===== config.mk =====
export PLATFORM = sky130hd
export DESIGN_NAME = storeBuffer
export DESIGN_NICKNAME = d
export VERILOG_FILES = /design/src/memPipePkg.sv /design/src/storeBuffer.sv
export SDC_FILE = /design/constraint.sdc
export NUM_CORES = 1
export LEC_CHECK = 0
export BUFFER_PORTS_ARGS = -buffer_cell sky130_fd_sc_hd__buf_2
export CAP_MARGIN = 20
export CORE_ASPECT_RATIO = 0.75
export CORE_MARGIN = 2
export CORE_UTILIZATION = 57
export DETAILED_ROUTE_END_ITERATION = 7
export GPL_TIMING_DRIVEN = 1
export PLACE_DENSITY_LB_ADDON = 0.12
export SYNTH_ARGS = -nofsm -noshare
export SYNTH_HDL_FRONTEND = slang
export SYNTH_SLANG_ARGS = --single-unit
export TNS_END_PERCENT = 5

===== constraint.sdc =====
create_clock -name clk -period 3.4 [get_ports clk]
set_input_delay 0.34 -clock clk [delete_from_list [all_inputs] [get_ports clk]]
set_output_delay 0.34 -clock clk [all_outputs]
set_load 0.005 [all_outputs]

===== src/memPipePkg.sv =====
/*
 Shared types for the memory execution lane
 Widths, op codes, the op and result structs and the flush range check
*/
package memPipePkg;

    typedef logic [31:0] dataWord;
    typedef logic [15:0] memAddr;
    typedef logic [3:0]  opTag;
    typedef logic [1:0]  csrNum;

    typedef enum logic [1:0] {
        opLoad,
        opStore,
        opCsr,
        opFence
    } memOpType;

    typedef enum logic [1:0] {
        csrWrite,
        csrSet,
        csrClear
    } csrCode;

    // CSR ops take the register number from imm[11:10]
    // With csrImm set, imm[9:0] zero-extended is the write value
    typedef struct packed {
        logic     valid;
        memOpType opType;
        opTag     tag;
        dataWord  operandA;
        dataWord  operandB;
        logic     readyA;
        logic     readyB;
        logic     bypassA;
        logic     bypassB;
        logic     [11:0] imm;
        csrCode   csrOp;
        logic     csrImm;
    } memOp;

    typedef struct packed {
        logic     valid;
        opTag     tag;
        memOpType opType;
        logic     replay;
        logic     fault;
        memAddr   addr;
        dataWord  data;
    } memResult;

    typedef struct packed {
        dataWord data;
        logic    valid;
    } bypassWord;

    // True for head <= tag < tail on the circular active list
    function automatic logic tagInRange(opTag head, opTag tail, opTag tag);
        opTag distTag;
        opTag distTail;
        distTag  = tag - head;
        distTail = tail - head;
        return distTag < distTail;
    endfunction

endpackage


===== src/storeBuffer.sv =====
/*
 Store buffer
 Circular FIFO of accepted stores, drained into the data RAM when the
 arbiter grants, with a word-address conflict probe for loads
*/
`timescale 1ns/100ps

module storeBuffer import memPipePkg::*; #(
    parameter int depth = 4
) (
    input  logic    clk,
    input  logic    arstN,
    input  logic    storeReq,
    input  memAddr  storeAddr,
    input  dataWord storeData,
    input  memAddr  probeAddr,
    input  logic    drainGrant,
    output logic    full,
    output logic    empty,
    output logic    conflict,
    output logic    drainValid,
    output memAddr  drainAddr,
    output dataWord drainData
);

    localparam int ptrWidth = $clog2(depth);

    typedef logic [ptrWidth-1:0] sbPtr;

    typedef struct packed {
        memAddr  addr;
        dataWord data;
    } sbEntry;

    sbEntry           entries [depth];
    logic [depth-1:0] entryValid;
    sbPtr             headPtr;
    sbPtr             tailPtr;
    logic             push;
    logic             pop;

    function automatic sbPtr nextPtr(sbPtr ptr);
        if (ptr == sbPtr'(depth - 1)) begin
            return '0;
        end
        return ptr + 1'b1;
    endfunction

    assign full       = entryValid[tailPtr];
    assign empty      = !entryValid[headPtr];
    assign drainValid = entryValid[headPtr];
    assign drainAddr  = entries[headPtr].addr;
    assign drainData  = entries[headPtr].data;

    assign push = storeReq && !full;
    assign pop  = drainGrant && drainValid;

    always_ff @(posedge clk or negedge arstN) begin
        if (!arstN) begin
            entryValid <= '0;
            headPtr    <= '0;
            tailPtr    <= '0;
        end else begin
            if (push) begin
                entryValid[tailPtr] <= 1'b1;
                tailPtr             <= nextPtr(tailPtr);
            end
            if (pop) begin
                entryValid[headPtr] <= 1'b0;
                headPtr             <= nextPtr(headPtr);
            end
        end
    end

    always_ff @(posedge clk) begin
        if (push) begin
            entries[tailPtr].addr <= storeAddr;
            entries[tailPtr].data <= storeData;
        end
    end

    // Word compare against every pending entry
    always_comb begin
        conflict = 1'b0;
        for (int i = 0; i < depth; i++) begin
            if (entryValid[i] && (entries[i].addr[15:2] == probeAddr[15:2])) begin
                conflict = 1'b1;
            end
        end
    end

endmodule

After elaboration in Yosys (flattened, before gate mapping). Memories as Yosys holds them, arrays and structs flattened. Index checks and enable logic that the tools add are counted. W data, S select, Z words.

Flip-flop bits (word level): 8. Memory bits (writable): 192. Input bits: 68. Output and inout port bits: 52. Logic and storage cells: 53. Memories kept: 1.

Add/subtract/negate cells: 2. Magnitude comparators: 4. Equality and inequality tests: 6. Multiplexer cells: 24. Bitwise logic cells: 3. Reduce and logical (&&, ||, !) cells: 10.

Memories: entries (depth 4, width 48, rd ports 5, clocked after memory_dff 0, write ports 1, line storeBuffer.sv:35) `sbEntry entries [depth];`.

Operator list (number): $eq A14 B14 Y1 (4); $mux W1 (14); $logic_and A1 B1 Y1 (8); $mux W2 (4); $mux W4 (2); $lt A2 B3 Y1 const B (2); $add A2 B1 Y2 const B (2); $and A4 B4 Y4 (1); $bmux W1 S2 (2); $demux W1 S2 (2); $eq A2 B2 Y1 const B (2); $ge A2 B1 Y1 const B (2); $not A4 Y4 (1); $or A4 B4 Y4 (1); $logic_not A1 Y1 (2).

Depth between registers and ports, before layout. Gate-level depths: netlist of the first run.

Depth after elaboration: 8. Depth in mapped cells: 7. Gate-level depth less buffers: 4.

Worst setup path after synthesis of the first run. Ideal clock, no wire load.

Path kind: reg-to-reg. Start point: register tailPtr[0]. End point: memory entries[0][0] (netlist bit), enable pin. Library setup time: 0.412 ns. Arrival: 2.358 ns. Required time: 2.988 ns. Path slack: 0.630 ns. Stages on the path, launching flop included: 4. Path buffers: 0. Clock period less this slack: 2.770 ns. Cells stage by stage: dfrtp_1 > mux4_2 > nor2b_4 > and2_1.

Longest elaborated chain between the ends: 6.

RTL lines: from (decl) (line storeBuffer.sv:38) `sbPtr tailPtr;`; from (signal assigned) (line storeBuffer.sv:66) `tailPtr <= nextPtr(tailPtr);`; $bmux W1 S2 (line storeBuffer.sv:49) `assign full = entryValid[tailPtr];`; $mux W1 (implied by the code) (line storeBuffer.sv:49); net full (line storeBuffer.sv:18) `output logic full,`; $logic_not A1 Y1 (line storeBuffer.sv:55) `assign push = storeReq && !full;`; $logic_and A1 B1 Y1 (line storeBuffer.sv:55); $mux W1 (line storeBuffer.sv:76) `if (push) begin`; $mux W1 (implied by the code) (line storeBuffer.sv:78) `entries[tailPtr].data <= storeData;`; to (decl) (line storeBuffer.sv:35).

The timed path passes the listed nets, and every way through them passes these cells. The select of a mux whose other input is x is not followed.

Worst setup path after layout of the first run.
Start point: register headPtr[0]. End point: output port drainData[4].

Longest elaborated chain between the ends: 1.

RTL lines: from (decl) (line storeBuffer.sv:37) `sbPtr headPtr;`; from (signal assigned) (line storeBuffer.sv:70) `headPtr <= nextPtr(headPtr);`; $mem_v2 Z4 W48; to (decl) (line storeBuffer.sv:23) `output dataWord drainData`.

Every way passes these cells.

==> results of run 1 <==
==> metrics by stage <==
stage	std cells	hold slack (ns)	utilization [%]
floorplan	387	0.0444	-
global placement	662	0.192	64.5
detailed placement	662	0.197	64.5
CTS	695	0.103	69.0
global route	695	0.108	69.0
finish	696	0.121	69.0
==> synth_stat cells (2+ instances only) <==
library cell	n	area share [%]
clkbuf_2	14	0.86
inv_1	5	0.23
edfxtp_1	192	71
dfrtp_1	8	2.5
nor4_1	4	0.31
buf_2	7	0.43
buf_6	2	0.28
mux4_2	50	14
ha_1	8	1.2
nand2_1	4	0.18
and2_1	5	0.38
xnor2_1	56	6.0
buf_1	3	0.14
nand3_1	4	0.25
nor2_1	2	0.092
nand4_1	12	0.92
o21ai_2	2	0.22
o21ai_0	2	0.12
a2bb2oi_2	4	0.74
==> worst max-delay path, stage by stage (launching register included) <==
cell and delay (ns):
dfrtp_4 0.73, buf_12 0.32, mux4_2 0.57, buf_2 0.15
==> layout make-up <==
type	instances	area [um^2]
Multi-Input combinational cell	155	2000
Timing Repair Buffer	128	721
Fill cell	865	4290
Inverter	5	18.8
Sequential cell	200	5970
Antenna cell	1	2.50
Clock buffer	17	425
Clock inverter	15	190
Tap cell	175	219
==> state kept, by name, indices dropped and copies added, names as in the netlist <==
| name | count |
|---|---|
| entries | 192 |
| entryValid | 4 |
| tailPtr | 2 |
| headPtr | 2 |
==> placed cells by master (no fill, tap or decap), types with 2 or more instances in the layout <==
cell type and n:
o21ai_0 2, inv_6 4, ha_1 8, nand2_1 4, buf_4 6, inv_1 5
xnor2_1 56, inv_12 3, buf_12 4, clkbuf_16 17, buf_2 117, o21ai_2 2
a2bb2oi_2 4, nand3_1 4, inv_8 3, clkinv_8 4, nor2_1 2, mux4_2 50
dfrtp_1 6, edfxtp_1 192, nor4_1 4, nand4_1 12, and2_2 4
==> metal layers <==
| layer | part of all wire, % | GRT usage, % |
|---|---|---|
| met2 | 48 | 32.8 |
| met4 | 0.66 | 5.21 |
| met5 | 0.11 | 0 |
| met1 | 44 | 29.8 |
| met3 | 6.8 | 5.96 |
==> path summary, 6_finish.rpt <==
kind | endpoint | slack [ns]
worst max-delay path | drainData[4] | 0.84
worst min-delay path | entries[2][13]$_DFFE_PP_ | 0.12
worst max register to register | entries[3][32]$_DFFE_PP_ | 1.01
worst min register to register | entryValid[0]$_DFF_PN0_ | 0.58
max in group asynchronous | headPtr[0]$_DFFE_PN0P_ | 2.84
min in group asynchronous | entryValid[0]$_DFF_PN0_ | 0.35
==> logic make-up (layout without fill, tap and decap cells) <==
group / count (synthesis) / count (layout)
flops: 200 / 200
xor+xnor: 56 / 56
mux: 50 / 50
simple gates: 33 / 33
buf+inv: 32 / 165
fa+ha+maj: 8 / 8
compound gates: 8 / 8
other cells: 0 / 1
==> report_power, final <==
part / switching [mW] / total, mW / internal, mW
sequential: 0.311 / 3.52 / 3.20
clock: 0.998 / 2.01 / 1.01
combinational: 1.01 / 2.16 / 1.15
==> impl_metrics.yaml, run 1 <==
pwr:
  leakage_nw: 3.24
  power_mw: 7.69
  power_density_nw_per_um2: 805
  ir_drop_mv: 0.472
yosys:
  seq_area_frac_synth_pct: 73.4
  syn-num-nets: 463
  yosys.area_share.simple_pct: 2.40
  netlist_instances: 387
  synth-xor-area-share_pct: 6.04
  synth_compound_area_share_pct: 1.08
  synth_edf_count: 192
  yosys.area_share.adder_pct: 1.23
  syn_area_um2: 8130
  avgSynthCellArea_um2: 21.0
  ys_ff_latch: 200
  yosysUniqueCellTypes: 22
  synthMuxAreaShare_pct: 13.9
  ys.flop_type: "edfxtp_1"
  async_flop_share_pct: 4.00
  synth_top_family_by_area: "multiplexers"
  yosys_warnings: 0
global_routing:
  grt_util_all_layers_pct: 21.0
  grt-ovfl-total: 0
  grt_pass1_wl_mm: 23.3
  antenna_found_initial: 4
  grt_pass1_vias: 4166
  grt_max_degree: 38
timing:
  clock.fmax_ghz: 0.390
  relSlewSlack_pct: 50.7
  period_needed_ns: 2.56
  skew_ns: 0.0133
  finalCritPeriodShare_pct: 75.3
  hold_viol: 0
  grt_setup_unrepaired: "false"
  setup_ws_ns: 0.838
  slew_viol_final: 0
  setup_violations: 0
  worst_slew_pin_slew_ns: 0.739
  fin_setup_tns_ns: 0
cts:
  cts_tree: "built"
  clock_latency_ns: 0.43
  cts_buffers: 17
  root_buffer: "clkbuf_16"
  post_cts_buffers: 0
  htreeDepth: 4
  path_clk_slew_ns: 0.08
  cts_buffer_depth: 2
  cts_hold_buf: 1
  cts.repair.resized: 0
  clock-sinks: 200
worst_setup_path:
  worstRegToRegCells: 4
  endpoint_kind: "primary output"
  path_class: "flop to primary output"
  critPathLaunch: "headPtr[0]$_DFFE_PN0P_"
  required_ns: 3.06
  reg2reg_from: "tailPtr[0]$_DFFE_PN0N_"
  worstSetupStartpointType: "flop"
  critical_path.max_fanout: 31
  worst_ep_arrival_time_ns: 2.22
floorplanning:
  io_pins: 120
  fp.dieW_um: 142
  die_h_um: 107
  initial_core_util_pct: 58.7
  dieArea_um2: 15200
  core_um2: 13800
  num_rows: 37
drt:
  route.vias.total: 4002
  routed_wl_mm: 15.0
  wl_per_cell_um: 21.5
  antenna_left: 0
  drt-pass1-iter-count: 5
  drt-vias-per-instance: 5.75
  drc_errors: 0
  drt_iter0_drc: 240
place:
  post_dp_cell_area_um2: 8920
  port_buffers: 117
  place_ws_ns: 0.988
  gp_congestion: 0.815
  dpl.hpwl_mm: 9.81
status:
  status: "complete, no violations"
min_path:
  hold_path_depth: 1
  hp-class: "input pin to flop"
  hp-start: "storeData[13]"
finish:
  drive_above_1_share_pct: 42.7
  fin_nets: 583
  final_area_um2: 9550
  syn_to_final_growth_pct: 17.5
run:
  cap_violations: 0
Note: power is estimated with default switching activity, not from simulation.
==> run 2, diff against run 1 <==
==> constraint.sdc (replaced) <==
create_clock -name clk -period 2.6 [get_ports clk]
set_input_delay 0.26 -clock clk [delete_from_list [all_inputs] [get_ports clk]]
set_output_delay 0.26 -clock clk [all_outputs]
set_load 0.005 [all_outputs]
==> impl_metrics.yaml, run 2 (synthesized netlist as in run 1, its figures left out) <==
global_routing:
  grt_util_all_layers_pct: 21.5
  grt_max_degree: 39
  antenna_found_initial: 0
  grt-ovfl-total: 0
  grt_pass1_vias: 4217
  grt_pass1_wl_mm: 23.6
place:
  place_ws_ns: 0.454
  dpl.hpwl_mm: 10.0
  gp_congestion: 0.840
  port_buffers: 117
finish:
  top_regs: "entries (192), entryValid (4)"
  n_antenna_cell: 0
  multiInputGateArea_um2: 2000
  layout_common_cells: "edfxtp_1, buf_2, xnor2_1"
  drive_above_1_share_pct: 42.7
  largest_register_ffs: 192
  final_common_cell: "edfxtp_1"
  regArea_um2: 5970
  largest_register: "entries"
  fin_nets: 587
  syn_to_final_growth_pct: 18.4
  fill_cells: 901
min_path:
  hold_end: "entries[2][30]$_DFFE_PP_"
  hold_path_depth: 1
  hp-class: "input pin to flop"
  hp-start: "storeData[30]"
drt:
  wl_per_cell_um: 21.9
  route.vias.total: 4012
  antenna_left: 0
  routed_wl_mm: 15.3
  routed.top_layer: "met4"
  drt-pass1-iter-count: 6
  drt-vias-per-instance: 5.74
  wl_met2_mm: 7.45
  met1_length_mm: 6.74
  drc_errors: 0
  wl_met3_um: 894
  drt_iter0_drc: 266
timing:
  setup_ws_ns: 0.213
  finalCritPeriodShare_pct: 91.8
  setup_violations: 0
  grt_setup_unrepaired: "false"
  hold_viol: 0
  period_needed_ns: 2.39
  relSlewSlack_pct: 66.6
  clock.fmax_ghz: 0.419
  skew_ns: 0.00958
  worst_slew_pin_slew_ns: 0.501
  slew_viol_final: 0
worst_setup_path:
  path_class: "flop to primary output"
  required_ns: 2.34
  worstRegToRegCells: 4
  endpoint_kind: "primary output"
  worst_ep_arrival_time_ns: 2.13
  r2r_slack_ns: 0.47
  reg2reg_from: "tailPtr[0]$_DFFE_PN0N_"
  worstSetupStartpointType: "flop"
  critical_path.max_fanout: 16
  r2r-end: "entries[2][34]$_DFFE_PP_"
status:
  status: "complete, no violations"
cts:
  cts.repair.resized: 0
  cts_hold_buf: 1
  cts_buffers: 17
  htreeDepth: 4
  path_clk_slew_ns: 0.07
  clock_latency_ns: 0.43
  clock-sinks: 200
  cts_buffer_depth: 2
  root_buffer: "clkbuf_16"
  post_cts_buffers: 0
  cts_tree: "built"
pwr:
  power_mw: 10.3
  power_density_nw_per_um2: 1070
  ir_drop_mv: 0.740
  leakage_nw: 3.28
floorplanning:
  initial_core_util_pct: 58.7
  num_rows: 37
  dieArea_um2: 15200
  io_pins: 120
  core_um2: 13800
  fp.dieW_um: 142
  die_h_um: 107
run:
  cap_violations: 0
==> run 2: cell count changes in the layout (fill, tap and decap cells not counted), sizes merged <==
cell      before  now
clkinvlp       1    3
clkinv         4    5
diode          1    0
inv           15    7
bufinv         0    5
buf          127  131
==> run 2: metal layers <==
layer	up-vias	global-route usage (%)
li1	1793	-
met1	2080	30.7
met5	-	0
met4	0	6.14
met2	125	33.6
met3	14	5.60
==> run 2: worst max path at each step <==
stage / cells past startpoint / from / endpoint
6_report: 3 / headPtr[0]$_DFFE_PN0P_ / drainAddr[0]
5_1_grt: 3 / headPtr[0]$_DFFE_PN0P_ / drainData[31]
4_1_cts: 3 / headPtr[0]$_DFFE_PN0P_ / drainData[31]
3_5_place_dp: 4 / tailPtr[0]$_DFFE_PN0N_ / entries[2][1]$_DFFE_PP_
3_3_place_gp: 4 / tailPtr[0]$_DFFE_PN0N_ / entries[2][0]$_DFFE_PP_
2_1_floorplan: 3 / tailPtr[0]$_DFFE_PN0N_ / entries[1][0]$_DFFE_PP_
==> run 2: critical path: stages, from the launching register on <==
cell and delay, ns:
dfrtp_4 0.66, buf_4 0.34, mux4_2 0.55, buf_2 0.15
==> run 2: power breakdown <==
group          leakage (nW)  switching, mW  total, mW  internal (mW)
registers              1.84          0.335       4.53           4.19
clock network         0.305           1.13       2.84           1.71
logic                  1.13           1.42       2.97           1.55
==> run 2: metrics by stage <==
stage / cells / area [um^2] / utilization (%) / setup TNS [ns] / hold slack (ns)
CTS: 699 / 9630 / 69.5 / 0 / 0.0264
floorplan: 387 / 8130 / - / -24.42 / -0.0356
detailed placement: 666 / 8970 / 64.8 / 0 / 0.110
global route: 699 / 9630 / 69.5 / 0 / 0.0277
finish: 699 / 9630 / 69.5 / 0 / 0.0415
global placement: 666 / 8970 / 64.8 / 0 / 0.109
==> run 2: final cells by class <==
class	count	share of cell area, %
sequential	200	62.0
multi-input combinational	155	20.8
timing repair buffer	132	7.93
clock buffer	17	4.42
clock inverter	15	2.33
tap	175	2.27
inverter	5	0.195
==> run 3, diff against run 2 <==
--- a/config.mk
+++ b/config.mk
@@ -7,7 +7,7 @@
 export LEC_CHECK = 0
 export BUFFER_PORTS_ARGS = -buffer_cell sky130_fd_sc_hd__buf_2
 export CAP_MARGIN = 20
-export CORE_ASPECT_RATIO = 0.75
+export CORE_ASPECT_RATIO = 2
 export CORE_MARGIN = 2
 export CORE_UTILIZATION = 57
 export DETAILED_ROUTE_END_ITERATION = 7
@@ -16,4 +16,4 @@
 export SYNTH_ARGS = -nofsm -noshare
 export SYNTH_HDL_FRONTEND = slang
 export SYNTH_SLANG_ARGS = --single-unit
-export TNS_END_PERCENT = 5
+export TNS_END_PERCENT = 50
==> impl_metrics.yaml, run 3 (synthesized netlist as in run 1, its figures left out) <==
place:
  dpl.hpwl_mm: 10.6
  port_buffers: 117
  dpl.cell_count: 681
  gp_congestion: 0.783
worst_setup_path:
  critical_path.max_fanout: 12
  r2r_slack_ns: 0.47
  worst_ep_arrival_time_ns: 2.01
  crit_chain: "buf_4 -> mux4_2 -> buf_2"
  slowest_stage: "dfrtp_4"
  critical-path-top-delay-family: "flip-flops"
  slowest_delay_ns: 0.59
  endpoint_kind: "primary output"
  path_class: "flop to primary output"
  critical_path_buf_inv_count: 2
  worstSetupStartpointType: "flop"
  required_ns: 2.34
finish:
  drive_above_1_share_pct: 43.2
  largest_register_ffs: 192
  regArea_um2: 5970
  multiInputGateArea_um2: 2000
  syn_to_final_growth_pct: 18.7
  instances_no_fill: 715
  layout_common_cells: "edfxtp_1, buf_2, xnor2_1"
  top_regs: "entries (192), entryValid (4)"
  fill_cells: 942
  final_common_cell: "edfxtp_1"
  largest_register: "entries"
  fin_nets: 588
timing:
  grt_setup_unrepaired: "false"
  relSlewSlack_pct: 69.4
  hold_viol: 0
  setup_violations: 0
  period_needed_ns: 2.27
  clock.fmax_ghz: 0.440
  skew_ns: 0.0119
  finalCritPeriodShare_pct: 87.5
  slew_viol_final: 0
  worst_slew_pin_slew_ns: 0.460
status:
  status: "complete, no violations"
pwr:
  leakage_nw: 3.28
  power_mw: 10.1
  ir_drop_mv: 0.893
  power_density_nw_per_um2: 1050
cts:
  cts_buffer_depth: 2
  clock_latency_ns: 0.42
  cts_hold_buf: 1
  root_buffer: "clkbuf_16"
  clock-sinks: 200
  path_clk_slew_ns: 0.08
  post_cts_buffers: 0
  cts.repair.resized: 0
  cts_buffers: 17
  htreeDepth: 4
  cts_tree: "built"
floorplanning:
  die_h_um: 173
  dieArea_um2: 15300
  core_um2: 13900
  num_rows: 61
  fp.dieW_um: 88.4
  initial_core_util_pct: 58.5
  io_pins: 120
drt:
  route.vias.total: 4013
  routed_wl_mm: 15.5
  drc_errors: 0
  drt_iter0_drc: 184
  wl_per_cell_um: 21.7
  antenna_left: 0
  drt-vias-per-instance: 5.61
  drt-pass1-iter-count: 6
global_routing:
  antenna_found_initial: 1
  grt_pass1_wl_mm: 23.7
  grt-ovfl-total: 0
  grt_pass1_vias: 4486
  grt_max_degree: 37
  grt_util_all_layers_pct: 21.6
min_path:
  hp-class: "input pin to flop"
run:
  cap_violations: 0
==> run 3: final cells by class <==
type                            instances  share of cell area (%)
Antenna cell                            1                  0.0259
Clock inverter                         15                    2.02
Multi-Input combinational cell        155                    20.8
Tap cell                              189                    2.45
Inverter                                5                   0.195
Clock buffer                           17                    4.41
Sequential cell                       200                    61.9
Timing Repair Buffer                  133                    8.25
==> run 3: worst paths after layout <==
kind / startpoint / endpoint / cells past startpoint
hold / removal: storeData[9] / entries[0][9]$_DFFE_PP_ / 1
max in group asynchronous: arstN / headPtr[0]$_DFFE_PN0P_ / 2
setup / recovery: headPtr[0]$_DFFE_PN0P_ / drainData[28] / 3
min in group asynchronous: arstN / entryValid[0]$_DFF_PN0_ / 2
setup reg to reg: tailPtr[0]$_DFFE_PN0N_ / entries[2][46]$_DFFE_PP_ / 4
hold reg to reg: entryValid[1]$_DFF_PN0_ / entryValid[1]$_DFF_PN0_ / 1
==> run 3: worst reg2reg max path, delay by kind of cell (launching register included) <==
family | cells | cell delay, ns
AND/OR/NAND/NOR | 2 | 0.62
flip-flops | 1 | 0.44
multiplexers | 1 | 0.57
buffers and inverters | 1 | 0.22
==> run 3: per-stage QoR <==
stage	hold slack [ns]	TNS (ns)	instance area, um^2	utilization [%]	setup WS (ns)
global placement	0.111	0	9020	64.9	0.472
floorplan	-0.0356	-16.27	8130	-	-0.169
global route	0.0319	0	9650	69.4	0.219
detailed placement	0.115	0	9020	64.9	0.457
CTS	0.0255	0	9650	69.4	0.259
finish	0.0427	0	9650	69.5	0.325
==> run 3: metal layers <==
metal	up-vias	share of wire, %	GRT usage, %
li1	1806	-	-
met1	2058	35	23.1
met2	126	58	40.5
met3	23	4.0	4.15
met4	0	2.5	7.77
met5	-	0	0
==> run 3: report_power, final <==
part	switching [mW]	total [mW]	internal, mW	leakage (nW)
logic	1.48	3.06	1.58	1.14
registers	0.287	4.48	4.19	1.84
clock network	1.29	2.61	1.32	0.300
total	3.05	10.1	7.09	3.28
